### config.mk
export PLATFORM = sky130hd
export DESIGN_NAME = pu_top
export DESIGN_NICKNAME = d
export VERILOG_FILES = /design/src/design/pu_pkg.sv /design/src/design/pu_mult.sv /design/src/design/pu_add.sv /design/src/design/pu_axil_port.sv /design/src/design/pu_top.sv
export SDC_FILE = /design/constraint.sdc
export NUM_CORES = 1
export LEC_CHECK = 0
export BUFFER_PORTS_ARGS = -buffer_cell sky130_fd_sc_hd__clkbuf_2
export CAP_MARGIN = 20
export CORE_UTILIZATION = 29
export CTS_CLUSTER_SIZE = 28
export DETAILED_ROUTE_END_ITERATION = 7
export PLACE_DENSITY_LB_ADDON = 0.05
export SKIP_LAST_GASP = 1
export SLEW_MARGIN = 0
export SYNTH_ARGS = -nofsm -noshare
export SYNTH_HDL_FRONTEND = slang
export SYNTH_SLANG_ARGS = --single-unit
### constraint.sdc
create_clock -name clk -period 7.5 [get_ports clk]
set_input_delay 1.5 -clock clk [delete_from_list [all_inputs] [get_ports clk]]
set_output_delay 1.5 -clock clk [all_outputs]
set_load 0.1 [all_outputs]
### src/design/pu_pkg.sv
package pu_pkg;

  // **********************************************************************
  // Data and attribute types.
  // **********************************************************************

  localparam int DATA_W = 32;

  typedef logic [DATA_W-1:0] data_t;

  // Attribute word carried by every result.
  typedef logic [1:0] attr_t;

  localparam int ATTR_INVALID  = 0;
  localparam int ATTR_OVERFLOW = 1;

  // **********************************************************************
  // Register map.
  // **********************************************************************

  typedef logic [7:0] addr_t;

  localparam addr_t OFF_MULT_A    = 8'h00; // Read returns the product.
  localparam addr_t OFF_MULT_B    = 8'h04;
  localparam addr_t OFF_ADD_A     = 8'h08; // Read returns the sum.
  localparam addr_t OFF_ADD_B     = 8'h0C;
  localparam addr_t OFF_MULT_ATTR = 8'h10;
  localparam addr_t OFF_ADD_ATTR  = 8'h14;

  // Added to an operand offset to store that operand marked invalid.
  localparam addr_t MARK_INVALID  = 8'h20;

endpackage

### src/design/pu_mult.sv
`timescale 1ns/1ps

module pu_mult #(
  parameter int DATA_WIDTH = 32
) (
  input  logic                  clk,
  input  logic                  rst,

  input  logic                  signal_wr,
  input  logic                  signal_sel,
  input  logic [DATA_WIDTH-1:0] data_in,
  input  logic                  attr_in,

  input  logic                  signal_oe,
  input  logic                  attr_oe,
  output logic [DATA_WIDTH-1:0] data_out
);

  localparam int HALF   = DATA_WIDTH / 2;
  localparam int ATTR_W = $bits(pu_pkg::attr_t);

  // Operand A at index 0, operand B at index 1.
  logic [DATA_WIDTH-1:0]   op_q [0:1];
  logic                    op_invalid_q [0:1];

  logic signed [HALF-1:0]       a_low;
  logic signed [HALF-1:0]       b_low;
  logic signed [DATA_WIDTH-1:0] product;
  logic                         invalid;

  logic                  arm_q;
  logic [DATA_WIDTH-1:0] result_q;
  pu_pkg::attr_t         attr_q;

  // Upper half plus the sign bit of the low half must be a pure sign extension.
  function automatic logic fits_half(logic [DATA_WIDTH-1:0] value);
    logic [DATA_WIDTH-HALF:0] upper;
    upper = value[DATA_WIDTH-1:HALF-1];
    return (&upper) || !(|upper);
  endfunction

  // **********************************************************************
  // Operand stage.
  // **********************************************************************

  always_ff @(posedge clk) begin
    if (signal_wr) begin
      op_q[signal_sel]         <= data_in;
      op_invalid_q[signal_sel] <= attr_in;
    end
  end

  assign a_low   = op_q[0][HALF-1:0];
  assign b_low   = op_q[1][HALF-1:0];
  assign product = a_low * b_low; // Signed, widened to the full word.

  assign invalid = !fits_half(op_q[0]) || !fits_half(op_q[1])
                   || op_invalid_q[0] || op_invalid_q[1];

  // **********************************************************************
  // Result stage.
  // **********************************************************************

  always_ff @(posedge clk) begin
    if (rst) begin
      arm_q    <= 1'b0;
      result_q <= '0;
      attr_q   <= '0;
    end else begin
      arm_q <= signal_wr && signal_sel; // A write to B starts a new result.
      if (arm_q) begin
        result_q                      <= product;
        attr_q[pu_pkg::ATTR_INVALID]  <= invalid;
        attr_q[pu_pkg::ATTR_OVERFLOW] <= 1'b0;
      end
    end
  end

  // Zero while disabled so the port can OR the units together.
  always_comb begin
    if (!signal_oe) begin
      data_out = '0;
    end else if (attr_oe) begin
      data_out = {{(DATA_WIDTH-ATTR_W){1'b0}}, attr_q};
    end else begin
      data_out = result_q;
    end
  end

endmodule

### src/design/pu_add.sv
`timescale 1ns/1ps

module pu_add #(
  parameter int DATA_WIDTH = 32
) (
  input  logic                  clk,
  input  logic                  rst,

  input  logic                  signal_wr,
  input  logic                  signal_sel,
  input  logic [DATA_WIDTH-1:0] data_in,
  input  logic                  attr_in,

  input  logic                  signal_oe,
  input  logic                  attr_oe,
  output logic [DATA_WIDTH-1:0] data_out
);

  localparam int ATTR_W = $bits(pu_pkg::attr_t);

  logic [DATA_WIDTH-1:0] op_a_q;
  logic [DATA_WIDTH-1:0] op_b_q;
  logic                  op_a_invalid_q;
  logic                  op_b_invalid_q;

  logic [DATA_WIDTH-1:0] sum;
  logic                  overflow;

  logic                  arm_q;
  logic [DATA_WIDTH-1:0] result_q;
  pu_pkg::attr_t         attr_q;

  // **********************************************************************
  // Operand stage.
  // **********************************************************************

  always_ff @(posedge clk) begin
    if (signal_wr && !signal_sel) begin
      op_a_q         <= data_in;
      op_a_invalid_q <= attr_in;
    end
    if (signal_wr && signal_sel) begin
      op_b_q         <= data_in;
      op_b_invalid_q <= attr_in;
    end
  end

  assign sum = op_a_q + op_b_q; // Wraps at the word width.

  // Same operand signs and a different sum sign.
  assign overflow = (op_a_q[DATA_WIDTH-1] == op_b_q[DATA_WIDTH-1])
                    && (sum[DATA_WIDTH-1] != op_a_q[DATA_WIDTH-1]);

  // **********************************************************************
  // Result stage.
  // **********************************************************************

  always_ff @(posedge clk) begin
    if (rst) begin
      arm_q    <= 1'b0;
      result_q <= '0;
      attr_q   <= '0;
    end else begin
      arm_q <= signal_wr && signal_sel;
      if (arm_q) begin
        result_q                      <= sum;
        attr_q[pu_pkg::ATTR_INVALID]  <= op_a_invalid_q || op_b_invalid_q;
        attr_q[pu_pkg::ATTR_OVERFLOW] <= overflow;
      end
    end
  end

  always_comb begin
    if (!signal_oe) begin
      data_out = '0;
    end else if (attr_oe) begin
      data_out = {{(DATA_WIDTH-ATTR_W){1'b0}}, attr_q};
    end else begin
      data_out = result_q;
    end
  end

endmodule

### src/design/pu_axil_port.sv
`timescale 1ns/1ps

module pu_axil_port #(
  parameter int DATA_WIDTH = 32
) (
  input  logic                  clk,
  input  logic                  rst,

  input  pu_pkg::addr_t         awaddr,
  input  logic                  awvalid,
  output logic                  awready,
  input  logic [DATA_WIDTH-1:0] wdata,
  input  logic                  wvalid,
  output logic                  wready,
  output logic [1:0]            bresp,
  output logic                  bvalid,
  input  logic                  bready,

  input  pu_pkg::addr_t         araddr,
  input  logic                  arvalid,
  output logic                  arready,
  output logic [DATA_WIDTH-1:0] rdata,
  output logic [1:0]            rresp,
  output logic                  rvalid,
  input  logic                  rready,

  output logic [DATA_WIDTH-1:0] unit_data,

  output logic                  mult_wr,
  output logic                  mult_sel,
  output logic                  mult_invalid,
  output logic                  mult_oe,
  output logic                  mult_attr_oe,
  input  logic [DATA_WIDTH-1:0] mult_data,

  output logic                  add_wr,
  output logic                  add_sel,
  output logic                  add_invalid,
  output logic                  add_oe,
  output logic                  add_attr_oe,
  input  logic [DATA_WIDTH-1:0] add_data
);

  typedef enum logic [1:0] {WR_IDLE, WR_STROBE, WR_RESPOND} wr_phase_t;
  typedef enum logic [1:0] {RD_IDLE, RD_DRIVE, RD_RESPOND} rd_phase_t;

  wr_phase_t wr_phase;
  rd_phase_t rd_phase;

  pu_pkg::addr_t wr_offset;
  logic          wr_marked;
  logic          wr_hit_mult;
  logic          wr_hit_add;
  logic          wr_hit_b;
  logic          wr_sel_q;
  logic          wr_marked_q;

  logic rd_hit_mult;
  logic rd_hit_add;
  logic rd_hit_attr;
  logic rd_mult_q;
  logic rd_add_q;
  logic rd_attr_q;

  logic [DATA_WIDTH-1:0] mult_q;
  logic [DATA_WIDTH-1:0] add_q;

  // **********************************************************************
  // Write path.
  // **********************************************************************

  assign wr_offset   = awaddr & ~pu_pkg::MARK_INVALID;
  assign wr_marked   = |(awaddr & pu_pkg::MARK_INVALID);
  assign wr_hit_mult = (wr_offset == pu_pkg::OFF_MULT_A) || (wr_offset == pu_pkg::OFF_MULT_B);
  assign wr_hit_add  = (wr_offset == pu_pkg::OFF_ADD_A) || (wr_offset == pu_pkg::OFF_ADD_B);
  assign wr_hit_b    = (wr_offset == pu_pkg::OFF_MULT_B) || (wr_offset == pu_pkg::OFF_ADD_B);

  // Address and data are taken together, only with no response pending.
  assign awready = (wr_phase == WR_IDLE) && awvalid && wvalid;
  assign wready  = awready;
  assign bvalid  = (wr_phase != WR_IDLE);
  assign bresp   = 2'b00; // OKAY.

  always_ff @(posedge clk) begin
    if (rst) begin
      wr_phase <= WR_IDLE;
      mult_wr  <= 1'b0;
      add_wr   <= 1'b0;
    end else begin
      mult_wr <= awready && wr_hit_mult;
      add_wr  <= awready && wr_hit_add;
      case (wr_phase)
        WR_IDLE:    if (awready) wr_phase <= WR_STROBE;
        WR_STROBE:  wr_phase <= bready ? WR_IDLE : WR_RESPOND;
        WR_RESPOND: if (bready) wr_phase <= WR_IDLE;
        default:    wr_phase <= WR_IDLE;
      endcase
    end
  end

  always_ff @(posedge clk) begin
    if (awready) begin
      wr_sel_q    <= wr_hit_b;
      wr_marked_q <= wr_marked;
      unit_data   <= wdata;
    end
  end

  assign mult_sel     = wr_sel_q;
  assign add_sel      = wr_sel_q;
  assign mult_invalid = wr_marked_q;
  assign add_invalid  = wr_marked_q;

  // **********************************************************************
  // Read path.
  // **********************************************************************

  assign rd_hit_mult = (araddr == pu_pkg::OFF_MULT_A) || (araddr == pu_pkg::OFF_MULT_ATTR);
  assign rd_hit_add  = (araddr == pu_pkg::OFF_ADD_A) || (araddr == pu_pkg::OFF_ADD_ATTR);
  assign rd_hit_attr = (araddr == pu_pkg::OFF_MULT_ATTR) || (araddr == pu_pkg::OFF_ADD_ATTR);

  // A pending write, or one offered this cycle, keeps reads out.
  assign arready = arvalid && (wr_phase == WR_IDLE) && (rd_phase == RD_IDLE)
                   && !(awvalid && wvalid);

  assign mult_oe      = (rd_phase == RD_DRIVE) && rd_mult_q;
  assign add_oe       = (rd_phase == RD_DRIVE) && rd_add_q;
  assign mult_attr_oe = rd_attr_q;
  assign add_attr_oe  = rd_attr_q;
  assign rresp        = 2'b00;

  always_ff @(posedge clk) begin
    if (rst) begin
      rd_phase <= RD_IDLE;
      rvalid   <= 1'b0;
    end else begin
      case (rd_phase)
        RD_IDLE:  if (arready) rd_phase <= RD_DRIVE;
        RD_DRIVE: rd_phase <= RD_RESPOND;
        RD_RESPOND: begin
          if (!rvalid) begin
            rvalid <= 1'b1; // Data captured last cycle is now presented.
          end else if (rready) begin
            rvalid   <= 1'b0;
            rd_phase <= RD_IDLE;
          end
        end
        default: rd_phase <= RD_IDLE;
      endcase
    end
  end

  always_ff @(posedge clk) begin
    if (arready) begin
      rd_mult_q <= rd_hit_mult;
      rd_add_q  <= rd_hit_add;
      rd_attr_q <= rd_hit_attr;
    end
    if (rd_phase == RD_DRIVE) begin
      mult_q <= mult_data;
      add_q  <= add_data;
    end
    if (rd_phase == RD_RESPOND && !rvalid) begin
      rdata <= mult_q | add_q; // Disabled units read as zero.
    end
  end

endmodule

### src/design/pu_top.sv
`timescale 1ns/1ps

module pu_top #(
  parameter int DATA_WIDTH = pu_pkg::DATA_W
) (
  input  logic                  clk,
  input  logic                  rst,

  input  pu_pkg::addr_t         awaddr,
  input  logic                  awvalid,
  output logic                  awready,
  input  logic [DATA_WIDTH-1:0] wdata,
  input  logic                  wvalid,
  output logic                  wready,
  output logic [1:0]            bresp,
  output logic                  bvalid,
  input  logic                  bready,

  input  pu_pkg::addr_t         araddr,
  input  logic                  arvalid,
  output logic                  arready,
  output logic [DATA_WIDTH-1:0] rdata,
  output logic [1:0]            rresp,
  output logic                  rvalid,
  input  logic                  rready
);

  logic [DATA_WIDTH-1:0] unit_data;

  logic                  mult_wr;
  logic                  mult_sel;
  logic                  mult_invalid;
  logic                  mult_oe;
  logic                  mult_attr_oe;
  logic [DATA_WIDTH-1:0] mult_data;

  logic                  add_wr;
  logic                  add_sel;
  logic                  add_invalid;
  logic                  add_oe;
  logic                  add_attr_oe;
  logic [DATA_WIDTH-1:0] add_data;

  // **********************************************************************
  // Bus front end and the two units beside each other.
  // **********************************************************************

  pu_axil_port #(.DATA_WIDTH(DATA_WIDTH)) pu_axil_port_inst (
    .clk(clk), .rst(rst),
    .awaddr(awaddr), .awvalid(awvalid), .awready(awready),
    .wdata(wdata), .wvalid(wvalid), .wready(wready),
    .bresp(bresp), .bvalid(bvalid), .bready(bready),
    .araddr(araddr), .arvalid(arvalid), .arready(arready),
    .rdata(rdata), .rresp(rresp), .rvalid(rvalid), .rready(rready),
    .unit_data(unit_data),
    .mult_wr(mult_wr), .mult_sel(mult_sel), .mult_invalid(mult_invalid),
    .mult_oe(mult_oe), .mult_attr_oe(mult_attr_oe), .mult_data(mult_data),
    .add_wr(add_wr), .add_sel(add_sel), .add_invalid(add_invalid),
    .add_oe(add_oe), .add_attr_oe(add_attr_oe), .add_data(add_data)
  );

  pu_mult #(.DATA_WIDTH(DATA_WIDTH)) pu_mult_inst (
    .clk(clk), .rst(rst),
    .signal_wr(mult_wr), .signal_sel(mult_sel),
    .data_in(unit_data), .attr_in(mult_invalid),
    .signal_oe(mult_oe), .attr_oe(mult_attr_oe),
    .data_out(mult_data)
  );

  pu_add #(.DATA_WIDTH(DATA_WIDTH)) pu_add_inst (
    .clk(clk), .rst(rst),
    .signal_wr(add_wr), .signal_sel(add_sel),
    .data_in(unit_data), .attr_in(add_invalid),
    .signal_oe(add_oe), .attr_oe(add_attr_oe),
    .data_out(add_data)
  );

endmodule

==> results of run 1 <==
[power breakdown]
group | switching (mW) | internal, mW
registers | 0.0225 | 2.07
logic | 0.158 | 0.0553
clock network | 0.820 | 1.21
[stage by stage]
stage                     area, um2  setup WS [ns]  instances  utilization, %  hold slack [ns]
after floorplan               23170          1.114       2032               -           0.4167
after global placement        24880         0.9414       3128           31.49           0.4506
after detailed placement      24880         0.8380       3128           31.49           0.4504
after CTS                     26250         0.8314       3208           33.23           0.4593
after global routing          26250         0.4834       3208           33.23           0.4619
final                         26260         0.8346       3210           33.24           0.4597
[cells in the final DEF (no fill, tap or decap), types with 12 or more instances in the layout]
| master | n |
|---|---|
| a211oi_1 | 19 |
| a21o_1 | 21 |
| a21oi_1 | 59 |
| and2_1 | 184 |
| and3_1 | 14 |
| buf_4 | 23 |
| clkbuf_1 | 17 |
| clkbuf_16 | 44 |
| clkbuf_2 | 91 |
| dfxtp_1 | 75 |
| edfxtp_1 | 265 |
| fa_1 | 263 |
| ha_1 | 113 |
| inv_1 | 321 |
| mux2i_1 | 32 |
| nand2_1 | 174 |
| nand2b_1 | 15 |
| nand3_1 | 17 |
| nand4_1 | 12 |
| nor2_1 | 89 |
| nor3_1 | 15 |
| nor4_1 | 13 |
| o21ai_0 | 29 |
| or2_2 | 34 |
| xnor2_1 | 31 |
| xor2_1 | 16 |
[cells by family after synthesis]
| logic type | synth area share (%) |
|---|---|
| other | 0.01619 |
| flip-flops | 40.93 |
| AND/OR/NAND/NOR | 13.86 |
| AO/OA/AOI/OAI | 6.812 |
| buffers and inverters | 6.385 |
| adder cells (fa/ha/maj) | 28.84 |
| multiplexers | 1.383 |
| XOR/XNOR | 1.777 |
[critical path, stage by stage, from the launching register on]
cell and delay (ns):
edfxtp_1 0.67, nand2_1 0.25, inv_1 0.09, fa_1 0.55
inv_1 0.06, fa_1 0.52, inv_1 0.05, fa_1 0.49
inv_1 0.05, fa_1 0.55, fa_1 0.43, fa_1 0.49
inv_1 0.04, ha_1 0.22, a211o_1 0.35, a2111o_1 0.35
a21oi_1 0.42, nor2_1 0.12, o2bb2ai_1 0.22, nor4b_2 0.32
nor2_1 0.08, o311ai_1 0.25
[area by class of cell]
| class | instances | area, um2 | area share (%) |
|---|---|---|---|
| diodes | 2 | 5.005 | 0.01906 |
| clock buffers | 66 | 1234 | 4.698 |
| clock inverters | 14 | 143.9 | 0.5480 |
| inverters | 321 | 1205 | 4.589 |
| multi-input cells | 1302 | 12250 | 46.65 |
| flip-flops and latches | 341 | 9480 | 36.10 |
| well taps | 1050 | 1314 | 5.003 |
| repair buffers | 114 | 628.1 | 2.392 |
[cell usage after synthesis, types with 29 or more instances]
master and count:
inv_1 321, edfxtp_1 265, fa_1 263, and2_1 184
nand2_1 174, ha_1 113, nor2_1 91, dfxtp_1 76
a21oi_1 59, clkbuf_1 57, or2_2 34, mux2i_1 32
xnor2_1 31, o21ai_0 29
[state kept, by name, indices dropped and copies added (netlist names), 2 cells and up]
name,cells
pu_add_inst.attr_q,2
pu_add_inst.op_a_q,32
pu_add_inst.op_b_q,32
pu_add_inst.result_q,32
pu_axil_port_inst.add_q,32
pu_axil_port_inst.mult_q,32
pu_axil_port_inst.rd_phase,2
pu_axil_port_inst.rdata,32
pu_axil_port_inst.unit_data,32
pu_axil_port_inst.wr_phase,2
pu_mult_inst.op_invalid_q,2
pu_mult_inst.op_q,64
pu_mult_inst.result_q,32
[metal layers]
metal | part of all wire, % | up-vias
li1 | - | 6868
met1 | 45 | 7405
met2 | 50 | 214
met4 | 1.8 | 2
met5 | 0.021 | -
met3 | 3.2 | 72
[how the worst min path moves through the flow]
stage,from,end,slack (ns),cells after the start
after floorplan,pu_mult_inst.result_q[28]$_SDFFE_PP0P_,pu_mult_inst.result_q[28]$_SDFFE_PP0P_,0.42,2
after global placement,pu_add_inst.result_q[21]$_SDFFE_PP0P_,pu_add_inst.result_q[21]$_SDFFE_PP0P_,0.45,2
after detailed placement,pu_add_inst.result_q[25]$_SDFFE_PP0P_,pu_add_inst.result_q[25]$_SDFFE_PP0P_,0.45,2
after CTS,pu_add_inst.result_q[25]$_SDFFE_PP0P_,pu_add_inst.result_q[25]$_SDFFE_PP0P_,0.46,2
after global routing,pu_add_inst.result_q[21]$_SDFFE_PP0P_,pu_add_inst.result_q[21]$_SDFFE_PP0P_,0.46,2
final,pu_add_inst.result_q[25]$_SDFFE_PP0P_,pu_add_inst.result_q[25]$_SDFFE_PP0P_,0.46,2
==> metrics.txt, run 1 <==
# TYPE chip_impl_metric gauge
chip_impl_metric{name="worst_skew_pair.late_latency",unit="ns"} 0.56
chip_impl_metric{name="critPathArrivalTime",unit="ns"} 7.13
chip_impl_metric{name="finalWirelength",unit="mm"} 61.06
chip_impl_info{name="grt_setup_unrepaired",value="false"} 1
chip_impl_metric{name="postCtsSetupRepairBufs",unit=""} 0
chip_impl_metric{name="groute.layer.met2.usage",unit="%"} 26.55
chip_impl_metric{name="detailedRoute.firstIterationViolations",unit=""} 660
chip_impl_metric{name="post_route_cells_drive_above_1_share",unit="%"} 10.70
chip_impl_metric{name="flow.area_growth_from_synthesis",unit="%"} 13.38
chip_impl_metric{name="synth_enable_flop_cells",unit=""} 265
chip_impl_metric{name="holdBufCountCts",unit=""} 0
chip_impl_metric{name="synthArstFlopShare",unit="%"} 0
chip_impl_metric{name="ys.warnings.count",unit=""} 0
chip_impl_metric{name="grt.met1_usage",unit="%"} 20.45
chip_impl_metric{name="postSynthRegisterBits",unit=""} 341
chip_impl_metric{name="post_synth_inst_count",unit=""} 2029
chip_impl_metric{name="highest_fanout_seen_on_the_critical_path",unit=""} 16
chip_impl_metric{name="total_gr_overflow",unit=""} 0
chip_impl_info{name="hold_path_class",value="reg -> reg"} 1
chip_impl_metric{name="timing.critical_path.required",unit="ns"} 7.96
chip_impl_metric{name="grt_pass1_vias",unit=""} 15730
chip_impl_info{name="critical_path_class",value="reg -> reg"} 1
chip_impl_metric{name="filler_instances",unit=""} 7992
chip_impl_metric{name="finalWeightedCongestion",unit=""} 0.8035
chip_impl_metric{name="worst_clock_skew",unit="ns"} 0.02080
chip_impl_metric{name="synth_cell_types",unit=""} 79
chip_impl_info{name="yosys_most_used_dff",value="edfxtp_1"} 1
chip_impl_metric{name="p_leak",unit="nW"} 10.84
chip_impl_metric{name="grt_first_pass_wirelength",unit="mm"} 94.92
chip_impl_metric{name="power_per_cell_area",unit="nW/um2"} 164.8
chip_impl_metric{name="number_of_clock_buffers_inserted_by_tritoncts",unit=""} 43
chip_impl_metric{name="route.detailed.drc",unit=""} 0
chip_impl_metric{name="synth_largest_type_area_fraction",unit="%"} 34.36
chip_impl_metric{name="floorplan.die.width",unit="um"} 284.6
chip_impl_metric{name="detailed_route_wire_length_per_cell",unit="um"} 19.02
chip_impl_metric{name="core_area",unit="um2"} 79000
chip_impl_metric{name="die_area",unit="um2"} 81000
chip_impl_info{name="reg2reg_from",value="pu_mult_inst.op_q[1][1]$_DFFE_PP_"} 1
chip_impl_metric{name="worst-slew-pin-transition",unit="ns"} 1.005
chip_impl_info{name="cp-startpoint",value="pu_mult_inst.op_q[1][1]$_DFFE_PP_"} 1
chip_impl_metric{name="max_slew_headroom",unit="%"} 32.90
chip_impl_metric{name="start_util",unit="%"} 29.32
chip_impl_metric{name="period_minus_slack",unit="ns"} 6.665
chip_impl_metric{name="post_synth.cell_area_avg",unit="um2"} 11.41
chip_impl_metric{name="drtAntennaViolNets",unit=""} 0
chip_impl_info{name="globalRoute.busiestLayer",value="met2"} 1
chip_impl_metric{name="syn_area",unit="um2"} 23160
chip_impl_metric{name="max_freq",unit="MHz"} 150.0
chip_impl_metric{name="final_nets",unit=""} 2554
chip_impl_info{name="outcome",value="finished, final reports clean"} 1
chip_impl_metric{name="post_cts_resize_count",unit=""} 0
chip_impl_metric{name="sequential_area_share_after_synthesis",unit="%"} 40.93
chip_impl_metric{name="antenna_found_initial",unit=""} 4
chip_impl_metric{name="die_height",unit="um"} 284.6
chip_impl_metric{name="site_row_count",unit=""} 103
chip_impl_metric{name="setup-violations-final",unit=""} 0
chip_impl_metric{name="met3_usage",unit="%"} 2.127
chip_impl_metric{name="cts.sinks",unit=""} 341
chip_impl_info{name="post_synth_main_area_contributors",value="edfxtp_1, fa_1, dfxtp_1, ha_1, inv_1"} 1
chip_impl_metric{name="vias",unit=""} 14560
chip_impl_info{name="startpoint_type",value="flip-flop"} 1
chip_impl_info{name="cp-end-kind",value="flip-flop"} 1
chip_impl_metric{name="htreeDepth",unit=""} 2
chip_impl_metric{name="place.detailed.hpwl",unit="mm"} 47.99
chip_impl_metric{name="first_pass_iteration_count_of_the_detailed_router",unit=""} 5
chip_impl_metric{name="final_max_tran_viols",unit=""} 0
chip_impl_metric{name="r2r_setup_slack",unit="ns"} 0.83
chip_impl_info{name="netlist.top_cell.by_area",value="edfxtp_1"} 1
chip_impl_metric{name="cts-root-to-sink-buffers",unit=""} 3
chip_impl_metric{name="finalCritPeriodShare",unit="%"} 88.87
chip_impl_metric{name="cts.reportedPaths.clkPinSlew",unit="ns"} 0.06
chip_impl_info{name="cts_root_buffer",value="clkbuf_16"} 1
chip_impl_metric{name="irDropWorstVdd",unit="mV"} 0.1633
chip_impl_info{name="reg2reg_to",value="pu_mult_inst.result_q[30]$_SDFFE_PP0P_"} 1
chip_impl_metric{name="avgViaCountPerCell",unit=""} 4.536
chip_impl_metric{name="portBuffers",unit=""} 91
chip_impl_metric{name="ff2ff_path_depth",unit=""} 21
chip_impl_info{name="tritoncts",value="built"} 1
chip_impl_metric{name="design.portCount",unit=""} 96
chip_impl_metric{name="grt_usage",unit="%"} 15.39
chip_impl_metric{name="final_count_of_hold_timing_violations",unit=""} 0
chip_impl_metric{name="max-cap-violations",unit=""} 0
chip_impl_metric{name="fin_total_pwr",unit="mW"} 4.327
chip_impl_info{name="crit_end",value="pu_mult_inst.result_q[30]$_SDFFE_PP0P_"} 1
chip_impl_metric{name="totalNegativeSetupSlack",unit="ns"} 0
chip_impl_metric{name="grt_max_degree",unit=""} 51
(Power assumes the default switching activity.)
==> run 2: changes to the inputs <==
Settings changed: ABC_AREA from default to 1, CORE_UTILIZATION 29 to 45.
==> metrics.txt, run 2 <==
# TYPE chip_impl_metric gauge
chip_impl_info{name="outcome",value="finished, final reports clean"} 1
chip_impl_metric{name="post_synth_xor_area_fraction",unit="%"} 1.168
chip_impl_metric{name="design.portCount",unit=""} 96
chip_impl_metric{name="highest_fanout_seen_on_the_critical_path",unit=""} 16
chip_impl_info{name="synth_most_common_cell",value="inv_1"} 1
chip_impl_info{name="yosys_most_used_dff",value="edfxtp_1"} 1
chip_impl_metric{name="cellInternalPower",unit="mW"} 3.292
chip_impl_metric{name="avgViaCountPerCell",unit=""} 4.870
chip_impl_metric{name="finalWirelength",unit="mm"} 61.19
chip_impl_metric{name="grt_max_degree",unit=""} 70
chip_impl_metric{name="worst_clock_skew",unit="ns"} 0.02574
chip_impl_metric{name="synth_enable_flop_cells",unit=""} 265
chip_impl_info{name="final_common_cell",value="inv_1"} 1
chip_impl_metric{name="final_nets",unit=""} 3222
chip_impl_metric{name="detailed_route_wire_length_per_cell",unit="um"} 17.39
chip_impl_metric{name="cts-root-to-sink-buffers",unit=""} 3
chip_impl_metric{name="floorplan.die.width",unit="um"} 236.5
chip_impl_metric{name="timing.critical_path.required",unit="ns"} 7.94
chip_impl_metric{name="final_count_of_hold_timing_violations",unit=""} 0
chip_impl_metric{name="finalCritPeriodShare",unit="%"} 85.29
chip_impl_metric{name="drtAntennaViolNets",unit=""} 0
chip_impl_info{name="critical_path_class",value="reg -> reg"} 1
chip_impl_metric{name="synth_largest_type_area_fraction",unit="%"} 32.16
chip_impl_metric{name="grt_first_pass_wirelength",unit="mm"} 98.14
chip_impl_info{name="startpoint_type",value="flip-flop"} 1
chip_impl_metric{name="synthArstFlopShare",unit="%"} 0
chip_impl_metric{name="sequential_area_share_after_synthesis",unit="%"} 38.30
chip_impl_metric{name="postCtsSetupRepairBufs",unit=""} 0
chip_impl_metric{name="syn_area",unit="um2"} 24750
chip_impl_metric{name="worst_skew_pair.late_latency",unit="ns"} 0.56
chip_impl_metric{name="simple_gate_share_of_the_synthesized_area",unit="%"} 16.79
chip_impl_metric{name="setup-violations-final",unit=""} 0
chip_impl_metric{name="start_util",unit="%"} 45.81
chip_impl_metric{name="synth_compound_area_share",unit="%"} 4.692
chip_impl_metric{name="cts.reportedPaths.clkPinSlew",unit="ns"} 0.06
chip_impl_metric{name="finalWeightedCongestion",unit=""} 0.9194
chip_impl_metric{name="ff2ff_path_depth",unit=""} 21
chip_impl_metric{name="antenna_found_initial",unit=""} 0
chip_impl_metric{name="totalNegativeSetupSlack",unit="ns"} 0
chip_impl_metric{name="hold-path-cell-count",unit=""} 1
chip_impl_metric{name="period_minus_slack",unit="ns"} 6.397
chip_impl_metric{name="number_of_antenna_diodes",unit=""} 0
chip_impl_info{name="hold_path_class",value="reg -> reg"} 1
chip_impl_metric{name="post_synth_inst_count",unit=""} 2731
chip_impl_metric{name="post_synth.cell_area_avg",unit="um2"} 9.062
chip_impl_metric{name="detailed_place.area",unit="um2"} 25860
chip_impl_metric{name="grt_usage",unit="%"} 22.83
chip_impl_metric{name="site_row_count",unit=""} 85
chip_impl_metric{name="p_leak",unit="nW"} 13.24
chip_impl_metric{name="die_height",unit="um"} 236.5
chip_impl_info{name="synth_top_family_by_area",value="adder cells"} 1
chip_impl_metric{name="total_gr_overflow",unit=""} 0
chip_impl_metric{name="flow.area_growth_from_synthesis",unit="%"} 9.808
chip_impl_metric{name="cts.sinks",unit=""} 341
chip_impl_metric{name="postSynthRegisterBits",unit=""} 341
chip_impl_metric{name="max-cap-violations",unit=""} 0
chip_impl_metric{name="sw_frac_of_total",unit="%"} 23.35
chip_impl_metric{name="synth_cell_types",unit=""} 43
chip_impl_metric{name="portBuffers",unit=""} 91
chip_impl_metric{name="max_freq",unit="MHz"} 156.3
chip_impl_metric{name="dpl.cell_count",unit=""} 3446
chip_impl_info{name="post_synth_main_area_contributors",value="edfxtp_1, fa_1, inv_1, nand2_1, dfxtp_1"} 1
chip_impl_metric{name="vias",unit=""} 17130
chip_impl_info{name="grt_setup_unrepaired",value="false"} 1
chip_impl_metric{name="holdBufCountCts",unit=""} 0
chip_impl_metric{name="irDropWorstVdd",unit="mV"} 0.2712
chip_impl_metric{name="die_area",unit="um2"} 55940
chip_impl_metric{name="post_route_cells_drive_above_1_share",unit="%"} 9.213
chip_impl_metric{name="htreeDepth",unit=""} 2
chip_impl_metric{name="p_sw",unit="mW"} 1.003
chip_impl_info{name="largest_register",value="pu_mult_inst.op_q"} 1
chip_impl_metric{name="max_slew_headroom",unit="%"} 38.55
chip_impl_metric{name="number_of_clock_buffers_inserted_by_tritoncts",unit=""} 39
chip_impl_metric{name="worst-slew-pin-transition",unit="ns"} 0.9207
chip_impl_metric{name="power.combinational.fraction",unit="%"} 6.1
chip_impl_metric{name="share_seq_of_total_power",unit="%"} 48.8
chip_impl_info{name="netlist.top_cell.by_area",value="edfxtp_1"} 1
chip_impl_metric{name="clock_power_share",unit="%"} 45.2
chip_impl_info{name="layout_common_cells",value="inv_1, nand2_1, edfxtp_1"} 1
chip_impl_metric{name="largest_register_ff_count",unit=""} 64
chip_impl_metric{name="final_max_tran_viols",unit=""} 0
chip_impl_metric{name="fin_area",unit="um2"} 27170
chip_impl_metric{name="critPathArrivalTime",unit="ns"} 6.84
chip_impl_metric{name="place.detailed.hpwl",unit="mm"} 48.78
chip_impl_metric{name="power_per_cell_area",unit="nW/um2"} 158.0
chip_impl_info{name="cp-end-kind",value="flip-flop"} 1
chip_impl_metric{name="synthAdderAreaFrac",unit="%"} 26.99
chip_impl_info{name="synth_top_cells_by_count",value="inv_1, nand2_1, edfxtp_1"} 1
chip_impl_metric{name="layoutNonFillerInstCount",unit=""} 3518
chip_impl_metric{name="first_pass_iteration_count_of_the_detailed_router",unit=""} 5
chip_impl_metric{name="route.detailed.drc",unit=""} 0
chip_impl_metric{name="grt_pass1_vias",unit=""} 17900
chip_impl_metric{name="fin_total_pwr",unit="mW"} 4.295
chip_impl_info{name="cts_root_buffer",value="clkbuf_16"} 1
chip_impl_metric{name="ys.warnings.count",unit=""} 0
chip_impl_metric{name="detailedRoute.firstIterationViolations",unit=""} 1150
chip_impl_metric{name="core_area",unit="um2"} 54030
chip_impl_metric{name="share_of_cell_area_taken_by_muxes_after_synthesis",unit="%"} 0
chip_impl_metric{name="post_cts_resize_count",unit=""} 0
chip_impl_info{name="tritoncts",value="built"} 1
## run 2: kinds of logic (layout without fill, tap and decap cells)
kind of cell | Yosys count | in the layout
AOI/OAI and AO/OA | 216 | 216
xor gates and xnor gates | 33 | 33
adders and majority gates | 376 | 376
buffers and inverters | 787 | 875
DFF | 341 | 341
other | 1 | 4
and+or+nand+nor | 977 | 977
## run 2: worst paths after layout
path,from,endpoint,slack (ns)
worst max-delay path,pu_mult_inst.op_q[1][2]$_DFFE_PP_,pu_mult_inst.result_q[30]$_SDFFE_PP0P_,1.10
worst min-delay path,pu_axil_port_inst.wr_phase[1]$_SDFFE_PP0P_,pu_axil_port_inst.wr_phase[1]$_SDFFE_PP0P_,0.43
worst max register to register,pu_mult_inst.op_q[1][2]$_DFFE_PP_,pu_mult_inst.result_q[30]$_SDFFE_PP0P_,1.10
worst min register to register,pu_axil_port_inst.wr_phase[1]$_SDFFE_PP0P_,pu_axil_port_inst.wr_phase[1]$_SDFFE_PP0P_,0.43
## run 2: final cells by class
type                            instances  area, um2
Fill cell                            5094      26850
Multi-Input combinational cell       1606      12330
Sequential cell                       341       9479
Inverter                              698       2620
Clock buffer                           54       1125
Tap cell                              696      870.8
Timing Repair Buffer                  105      560.5
Clock inverter                         18      192.7
## run 2: power groups by stage
stage                     combinational, mW  clock, mW  sequential, mW
after detailed placement              0.262          0            2.14
final                                 0.260       1.94            2.09
after global routing                  0.281       2.06            2.10
after floorplan                       0.121          0            2.20
after global placement                0.261          0            2.13
after CTS                             0.262       1.99            2.10
## run 2: routing by layer
metal | global-route usage [%] | part of all wire, % | vias up | routed length [um]
met3 | 3.404 | 5.1 | 89 | 3118
met2 | 36.43 | 45 | 402 | 27570
met4 | 6.671 | 2.7 | 0 | 1646
li1 | - | - | 8386 | -
met5 | 0 | 0 | - | 0
met1 | 32.31 | 47 | 8257 | 28860
## run 2: through the flow
| step | utilization (%) | setup WS (ns) | hold WS [ns] |
|---|---|---|---|
| after detailed placement | 47.86 | 1.152 | 0.4203 |
| after CTS | 50.30 | 1.093 | 0.4283 |
| after global routing | 50.30 | 0.7391 | 0.4382 |
| after floorplan | - | 1.098 | 0.4039 |
| final | 50.30 | 1.103 | 0.4263 |
| after global placement | 47.86 | 1.124 | 0.4127 |
## run 2: worst max-delay path, stage by stage (launching register included)
cell      delay [ns]
edfxtp_1        0.74
nand2_1         0.23
fa_1            0.67
inv_1           0.15
fa_1            0.78
fa_1            0.52
fa_1            0.51
fa_1            0.49
inv_1           0.05
fa_1            0.48
inv_1           0.04
ha_1            0.40
nand2_1         0.09
inv_1           0.08
nand2_1         0.11
nor3_1          0.30
and2_1          0.18
nand2_1         0.12
nand3_1         0.10
nand3_1         0.11
nand2_1         0.08
inv_1           0.04
